**config.mk**
```make
export PLATFORM = sky130hd
export DESIGN_NAME = lsu_top
export DESIGN_NICKNAME = d
export VERILOG_FILES = /design/src/logic/lsu_pkg.sv /design/src/logic/store_buffer.sv /design/src/logic/data_ram.sv /design/src/logic/load_align.sv /design/src/logic/lsu_top.sv
export SDC_FILE = /design/constraint.sdc
export NUM_CORES = 2
export LEC_CHECK = 0
export ABC_AREA = 1
export ABC_CLOCK_PERIOD_IN_PS = 6800
export BUFFER_PORTS_ARGS = -buffer_cell sky130_fd_sc_hd__buf_2
export CORE_ASPECT_RATIO = 2
export CORE_UTILIZATION = 63
export DETAILED_ROUTE_END_ITERATION = 7
export GPL_TIMING_DRIVEN = 0
export PLACE_DENSITY = 0.8
export SYNTH_ARGS = -nofsm -noshare
export SYNTH_HDL_FRONTEND = slang
export SYNTH_HIERARCHICAL = 1
export SYNTH_SLANG_ARGS = --single-unit
```
**constraint.sdc**
```tcl
create_clock -name clk -period 6.8 [get_ports clk]
set_clock_uncertainty 0.1 [all_clocks]
set_input_delay 1.7 -clock clk [delete_from_list [all_inputs] [get_ports clk]]
set_output_delay 1.7 -clock clk [all_outputs]
set_load 0.05 [all_outputs]
```
**src/logic/lsu_pkg.sv**
```systemverilog
`default_nettype none

package lsu_pkg;

    localparam int xlen  = 32;
    localparam int tag_w = 8;

    localparam logic [2:0] f3_b  = 3'b000;
    localparam logic [2:0] f3_h  = 3'b001;
    localparam logic [2:0] f3_w  = 3'b010;
    localparam logic [2:0] f3_bu = 3'b100;
    localparam logic [2:0] f3_hu = 3'b101;

    localparam logic [1:0] cov_none = 2'b00;
    localparam logic [1:0] cov_part = 2'b01; // Some needed bytes forwarded
    localparam logic [1:0] cov_full = 2'b11;

    // SB and SH land in the low byte or halfword of the word
    function automatic logic [3:0] store_mask(input logic [2:0] f3);
        case (f3)
            f3_b:    return 4'b0001;
            f3_h:    return 4'b0011;
            default: return 4'b1111;
        endcase
    endfunction

    function automatic logic [3:0] load_mask(input logic [2:0] f3);
        case (f3)
            f3_b, f3_bu: return 4'b0001;
            f3_h, f3_hu: return 4'b0011;
            default:     return 4'b1111;
        endcase
    endfunction

endpackage

`default_nettype wire

```
**src/logic/store_buffer.sv**
```systemverilog
`default_nettype none

module store_buffer
    import lsu_pkg::*;
#(
    parameter int depth = 8
) (
    input  logic            clk,
    input  logic            arst_n,
    input  logic            exception,
    input  logic            memwrite,
    input  logic            memread,
    input  logic [2:0]      funct3,
    input  logic [xlen-1:0] mem_addr,
    input  logic [xlen-1:0] mem_data,
    input  logic [xlen-1:0] inst_num,
    input  logic            memwrite_rob,
    input  logic [xlen-1:0] mem_addr_rob,
    input  logic [xlen-1:0] inst_num_rob,
    output logic            full,
    output logic [xlen-1:0] fwd_data,
    output logic [3:0]      fwd_mask,
    output logic            ram_we,
    output logic [xlen-1:0] ram_addr,
    output logic [xlen-1:0] ram_wdata,
    output logic [3:0]      ram_be
);

    localparam int idx_w = (depth > 1) ? $clog2(depth) : 1;

    logic [xlen-1:0]  ent_addr [depth];
    logic [xlen-1:0]  ent_data [depth];
    logic [3:0]       ent_mask [depth];
    logic [xlen-1:0]  ent_inum [depth];
    logic [depth-1:0] ent_valid;

    logic [depth-1:0] addr_hit; // Live entry for mem_addr
    logic [depth-1:0] rob_hit;  // Entry named by the commit
    logic [idx_w-1:0] hit_idx;
    logic [idx_w-1:0] rob_idx;
    logic [idx_w-1:0] free_idx;
    logic             any_hit;
    logic             any_rob;
    logic [3:0]       st_mask;
    logic             do_commit;
    logic             do_merge;
    logic             do_alloc;

    always_comb begin
        for (int i = 0; i < depth; i++) begin
            addr_hit[i] = ent_valid[i] && (ent_addr[i] == mem_addr);
            rob_hit[i]  = ent_valid[i] && (ent_addr[i] == mem_addr_rob)
                          && (ent_inum[i] == inst_num_rob);
        end
    end

    // Lowest index wins in each encoder
    always_comb begin
        hit_idx  = '0;
        rob_idx  = '0;
        free_idx = '0;
        for (int i = depth - 1; i >= 0; i--) begin
            if (addr_hit[i]) begin
                hit_idx = idx_w'(i);
            end
            if (rob_hit[i]) begin
                rob_idx = idx_w'(i);
            end
            if (!ent_valid[i]) begin
                free_idx = idx_w'(i);
            end
        end
    end

    assign any_hit = |addr_hit;
    assign any_rob = |rob_hit;
    assign full    = &ent_valid;
    assign st_mask = store_mask(funct3);

    assign do_commit = memwrite_rob && any_rob && !exception;
    assign do_merge  = memwrite && any_hit && !exception;
    assign do_alloc  = memwrite && !any_hit && !full && !exception; // Dropped when full

    // Committed entry goes straight to the RAM port
    assign ram_we    = do_commit;
    assign ram_addr  = mem_addr_rob;
    assign ram_wdata = ent_data[rob_idx];
    assign ram_be    = ent_mask[rob_idx];

    always_ff @(posedge clk or negedge arst_n) begin
        if (!arst_n) begin
            ent_valid <= '0;
        end else if (exception) begin
            ent_valid <= '0;
        end else begin
            if (do_commit) begin
                ent_valid[rob_idx] <= 1'b0;
            end
            // A merge keeps the entry alive even if its older store commits now
            if (do_merge) begin
                ent_valid[hit_idx] <= 1'b1;
            end else if (do_alloc) begin
                ent_valid[free_idx] <= 1'b1;
            end
        end
    end

    always_ff @(posedge clk) begin
        if (do_merge) begin
            for (int b = 0; b < 4; b++) begin
                if (st_mask[b]) begin
                    ent_data[hit_idx][8*b +: 8] <= mem_data[8*b +: 8];
                end
            end
            ent_mask[hit_idx] <= ent_mask[hit_idx] | st_mask;
            ent_inum[hit_idx] <= inst_num; // Younger store now owns the entry
        end else if (do_alloc) begin
            ent_addr[free_idx] <= mem_addr;
            ent_data[free_idx] <= mem_data;
            ent_mask[free_idx] <= st_mask;
            ent_inum[free_idx] <= inst_num;
        end
    end

    // Load lookup, lined up with the RAM read
    always_ff @(posedge clk or negedge arst_n) begin
        if (!arst_n) begin
            fwd_mask <= '0;
        end else if (memread) begin
            fwd_mask <= any_hit ? ent_mask[hit_idx] : 4'b0000;
        end
    end

    always_ff @(posedge clk) begin
        if (memread) begin
            fwd_data <= ent_data[hit_idx];
        end
    end

endmodule

`default_nettype wire

```
**src/logic/data_ram.sv**
```systemverilog
`default_nettype none

module data_ram
    import lsu_pkg::*;
#(
    parameter int ram_words = 64
) (
    input  logic            clk,
    input  logic            we,
    input  logic [xlen-1:0] waddr,
    input  logic [xlen-1:0] wdata,
    input  logic [3:0]      be,
    input  logic [xlen-1:0] raddr,
    output logic [xlen-1:0] rdata
);

    localparam int aw = (ram_words > 1) ? $clog2(ram_words) : 1;

    logic [xlen-1:0] mem [ram_words];

    always_ff @(posedge clk) begin
        if (we) begin
            for (int b = 0; b < 4; b++) begin
                if (be[b]) begin
                    mem[waddr[aw-1:0]][8*b +: 8] <= wdata[8*b +: 8];
                end
            end
        end
    end

    // Old contents on a same-cycle write
    always_ff @(posedge clk) begin
        rdata <= mem[raddr[aw-1:0]];
    end

endmodule

`default_nettype wire

```
**src/logic/load_align.sv**
```systemverilog
`default_nettype none

module load_align
    import lsu_pkg::*;
(
    input  logic             clk,
    input  logic             arst_n,
    input  logic             exception,
    input  logic             memread,
    input  logic [2:0]       funct3,
    input  logic [tag_w-1:0] load_phy,
    input  logic [xlen-1:0]  inst_num,
    input  logic [xlen-1:0]  fwd_data,
    input  logic [3:0]       fwd_mask,
    input  logic [xlen-1:0]  ram_rdata,
    output logic             load_done,
    output logic [xlen-1:0]  load_data,
    output logic [1:0]       load_valid,
    output logic [tag_w-1:0] load_phy_out,
    output logic [xlen-1:0]  inst_num_out
);

    logic [2:0]      funct3_q;
    logic [xlen-1:0] word;
    logic [3:0]      need;
    logic [3:0]      got;

    always_ff @(posedge clk or negedge arst_n) begin
        if (!arst_n) begin
            load_done <= 1'b0;
        end else begin
            load_done <= memread && !exception; // Flush kills the load in flight
        end
    end

    always_ff @(posedge clk) begin
        if (memread) begin
            funct3_q     <= funct3;
            load_phy_out <= load_phy;
            inst_num_out <= inst_num;
        end
    end

    always_comb begin
        for (int b = 0; b < 4; b++) begin
            word[8*b +: 8] = fwd_mask[b] ? fwd_data[8*b +: 8] : ram_rdata[8*b +: 8];
        end

        case (funct3_q)
            f3_b:    load_data = {{24{word[7]}}, word[7:0]};
            f3_bu:   load_data = {24'd0, word[7:0]};
            f3_h:    load_data = {{16{word[15]}}, word[15:0]};
            f3_hu:   load_data = {16'd0, word[15:0]};
            default: load_data = word;
        endcase

        need = load_mask(funct3_q);
        got  = need & fwd_mask;
        if (got == need) begin
            load_valid = cov_full;
        end else if (got != 4'b0000) begin
            load_valid = cov_part;
        end else begin
            load_valid = cov_none;
        end
    end

endmodule

`default_nettype wire

```
**src/logic/lsu_top.sv**
```systemverilog
`default_nettype none

module lsu_top
    import lsu_pkg::*;
#(
    parameter int depth     = 8,
    parameter int ram_words = 64
) (
    input  logic             clk,
    input  logic             arst_n,
    input  logic             exception,
    input  logic             memwrite,
    input  logic             memread,
    input  logic [2:0]       funct3,
    input  logic [xlen-1:0]  mem_addr,
    input  logic [xlen-1:0]  mem_data,
    input  logic [xlen-1:0]  inst_num,
    input  logic [tag_w-1:0] load_phy,
    input  logic             memwrite_rob,
    input  logic [xlen-1:0]  mem_addr_rob,
    input  logic [xlen-1:0]  inst_num_rob,
    output logic             full,
    output logic             load_done,
    output logic [xlen-1:0]  load_data,
    output logic [1:0]       load_valid,
    output logic [tag_w-1:0] load_phy_out,
    output logic [xlen-1:0]  inst_num_out
);

    logic            ram_we;
    logic [xlen-1:0] ram_addr;
    logic [xlen-1:0] ram_wdata;
    logic [3:0]      ram_be;
    logic [xlen-1:0] ram_rdata;
    logic [xlen-1:0] fwd_data;
    logic [3:0]      fwd_mask;

    store_buffer #(
        .depth(depth)
    ) u_sb (
        .clk          (clk),
        .arst_n       (arst_n),
        .exception    (exception),
        .memwrite     (memwrite),
        .memread      (memread),
        .funct3       (funct3),
        .mem_addr     (mem_addr),
        .mem_data     (mem_data),
        .inst_num     (inst_num),
        .memwrite_rob (memwrite_rob),
        .mem_addr_rob (mem_addr_rob),
        .inst_num_rob (inst_num_rob),
        .full         (full),
        .fwd_data     (fwd_data),
        .fwd_mask     (fwd_mask),
        .ram_we       (ram_we),
        .ram_addr     (ram_addr),
        .ram_wdata    (ram_wdata),
        .ram_be       (ram_be)
    );

    data_ram #(
        .ram_words(ram_words)
    ) u_ram (
        .clk   (clk),
        .we    (ram_we),
        .waddr (ram_addr),
        .wdata (ram_wdata),
        .be    (ram_be),
        .raddr (mem_addr), // Read issued with the load
        .rdata (ram_rdata)
    );

    load_align u_align (
        .clk          (clk),
        .arst_n       (arst_n),
        .exception    (exception),
        .memread      (memread),
        .funct3       (funct3),
        .load_phy     (load_phy),
        .inst_num     (inst_num),
        .fwd_data     (fwd_data),
        .fwd_mask     (fwd_mask),
        .ram_rdata    (ram_rdata),
        .load_done    (load_done),
        .load_data    (load_data),
        .load_valid   (load_valid),
        .load_phy_out (load_phy_out),
        .inst_num_out (inst_num_out)
    );

endmodule

`default_nettype wire

```
==> run metrics, run 1 <==
cell count after placement 16,000; die width 327 um; first-pass GRT wire length 1,280,000 um; outcome did not finish; synthesized cell area 133,000 um^2; Post-Synthesis Cells 12,900; total CTS buffers ~250; row count 238; Failed at 5_1_grt; Starting Density 63.4%; number of global-route vias before repair between 100k and 150k; post-CTS repair timing setup buffer count 0; clk buf depth 4; CTS Sinks 2,960; Ys Warns 6; H-tree depth 4; Die Height 652 um; number of I/O port buffers 210; pre-CTS setup slack -2.52 ns; Avg Cell Area, Syn 10.3 um^2; gpl congestion 1.39; Root Driver clkbuf_16; largest net degree at the start of global routing between 60 and 70; grt total ovfl 8,307; Run Error [ERROR GRT-0116] Global routing finished with congestion. Check the congestion regions in the DRC Viewer.; Total GRT Usage 84.3%; # IOs 253; Detail Placement HPWL 550,000 um; Net Count, Synth 13,100
layer usage:
layer  overflow  GRT usage (%)
met1         68           80.0
met4       2062           89.1
met5          3           27.8
met3         91           63.8
met2       6083            108
repair_timing:
item	4_1_cts
hold buffers	0
endpoints found under the setup margin	2064
gates resized for setup	298
through the flow:
stage,area [um^2],util [%]
after floorplan,133000,-
after global placement,138000,65.6
after detailed placement,140000,66.6
after CTS,149000,71.0
==> run 2, diff against run 1 <==
CORE_ASPECT_RATIO = not set   (was 2)
CORE_UTILIZATION = 40   (was 63)
PLACE_DENSITY = not set   (was 0.8)
PLACE_DENSITY_LB_ADDON = 0.15   (was not set)
==> run 2 against run 1 <==
Compared with the run above: area after synthesis is the same; synthesized cell count unchanged; the flow now finishes, with violations (capacitance limit, slew limit, setup timing).
==> run metrics, run 2 <==
most frequent cells in the layout 4,064 x nand2_1, 2,915 x edfxtp_1, 2,332 x nand3_1, 800 x inv_1, 639 x nor2_1; P_sw 11.3 mW; Sequential Power Share 47.0%; vias per cell between 6 and 7; worst-path fanout max 10; f_max 137 MHz; crit path time final ~7.3 ns; total CTS buffers 337; Max-Cap Viols 4; switching portion of total power 26.3%; die width 579 um; clk buf depth 4; Crit Path Class primary input to flip-flop; RSZ-0062 raised after global routing true; P&R area growth vs syn 16.3%; synthesized cell area 133,000 um^2; Starting Density 40.2%; grt total ovfl 0; Die Height a little under 600 um; Final WS setup -0.504 ns; relative slew slack -8.17%; gpl congestion 1.07; # DRC 0; DR pass1 iterations 8; CP Capture Type flip-flop; Clk Latency, worst-skew pair a little under 1 ns; Post-Synthesis Cells 12,900; # IOs ~250; Ys Warns 6; Period Utilization, post-route 107%; Detail Placement HPWL 573,000 um; die area 335,000 um^2; Startpoint Class primary input; number of global-route vias before repair 99,000; CTS Sinks 2,960; Total GRT Usage 44.5%; initial antenna violation count 98; Total Routed Length 759,000 um; Final setup viols 1,732; # hold bufs at CTS 0; drt first-iter violations 18,200; Avg Cell Area, Syn 10.3 um^2; share of cells above drive strength 1 13.3%; Critical Path RT 7.30 ns; Net Count, Synth 13,100; Core Box Area ~330,000 um^2; overall power 42.9 mW; Pwr per Cell Area 277 nW/um^2; H-tree depth 5; largest net degree at the start of global routing 65; first-pass GRT wire length 969,000 um; CTS clock-pin slew for the worst setup and hold paths 0.06 ns; IR drop worst, VDD 0.263 mV; outcome finished, violations left; Final Core Density 46.8%; Non-Filler Cell Area, Final 155,000 um^2; worst-margin pin slew 1.62 ns; combinational share of power 9.2%; Slew Viols, Final between 40 and 50; LEAKAGE 58.5 nW; CP Data Arrival Time 7.81 ns; pre-CTS setup slack -3.09 ns; NumNets Final 13,700; WL/cell 41.6 um; TritonCTS clock tree done; remaining antenna violation count 0; commonest non-fill, non-tap cell in the layout nand2_1; failing checks capacitance limit, slew limit, setup timing; row count ~210; number of I/O port buffers 210; placed inst area 142,000 um^2; Hold Crit Class flip-flop to flip-flop; Root Driver clkbuf_16; part of the power in the clock network 43.8%; Pint 31.6 mW; max reg flops 2,048; via count 111,000; Fin. Hold Viols 0; setup_tns -279.07 ns
==> run 2: final cells by class <==
class	instances	area, um^2
multi-input combinational	8415	39500
clock buffer	411	8960
inverter	862	3260
sequential	2960	88500
clock inverter	197	2100
antenna	71	178
tap	4366	5460
fill	31300	176000
timing repair buffer	322	3140
buffer	670	3800
==> run 2: power by group through the flow <==
stage / combinational, mW / sequential, mW / clock (mW)
after global routing: 3.91 / 20.1 / 19.5
final: 3.95 / 20.1 / 18.8
after CTS: 3.71 / 20.1 / 18.9
after detailed placement: 3.69 / 20.5 / 0
after global placement: 3.64 / 20.6 / 0
after floorplan: 1.53 / 20.5 / 0
==> run 2: repair_timing <==
item | CTS | global route
endpoints found under the setup margin | 2901 | 1417
resized for setup | 339 | 70
gates cloned | 0 | 0
buffers inserted | 19 | 6
pin swaps | 10 | 4
hold endpoints to repair | 0 | 0
==> run 2: path summary, 6_finish.rpt <==
| path | startpoint | endpoint | slack [ns] | depth (start not counted) |
|---|---|---|---|---|
| max | mem_addr_rob[1] | u_ram/mem[33][5]$_DFFE_PP_ | -0.50 | 16 |
| min in group asynchronous | arst_n | u_sb/ent_valid[4]$_DFF_PN0_ | 0.59 | 1 |
| max in group asynchronous | arst_n | u_sb/ent_valid[5]$_DFF_PN0_ | 5.69 | 1 |
| min | u_sb/fwd_mask[3]$_DFFE_PN0P_ | u_sb/fwd_mask[3]$_DFFE_PN0P_ | 0.43 | 2 |
| max reg2reg | u_sb/ent_inum[0][22]$_DFFE_PP_ | u_ram/mem[33][5]$_DFFE_PP_ | 0.23 | 14 |
| min reg2reg | u_sb/fwd_mask[3]$_DFFE_PN0P_ | u_sb/fwd_mask[3]$_DFFE_PN0P_ | 0.43 | 2 |
==> run 2: through the flow <==
stage	std cells	hold slack (ns)
global placement	17500	0.386
finish	18300	0.429
floorplan	12900	0.365
detailed placement	17600	0.412
global route	18200	0.463
CTS	18200	0.426
==> run 2: critical path, stage by stage <==
cell and delay (ns):
buf_2 0.39, inv_1 0.45, nand2_2 0.45, nand2_1 0.09, nor4_1 0.49, nand3_1 0.14, nor2_1 0.60, nand3_2 0.51
nand2_1 0.22, inv_1 0.09, nand2_1 0.12, o311ai_0 0.16, inv_1 0.34, nand2_2 0.58, clkbuf_1 0.42, nor2_1 0.95
==> run 2: routing by layer <==
layer / global-route usage [%] / vias to the layer above / routed length [um]
li1: - / 45600 / -
met1: 55.2 / 55100 / 277000
met2: 66.0 / 8265 / 323000
met3: 11.9 / 1993 / 85400
met4: 35.1 / 52 / 73200
met5: 0 / - / 369
(Power assumes the default switching activity.)
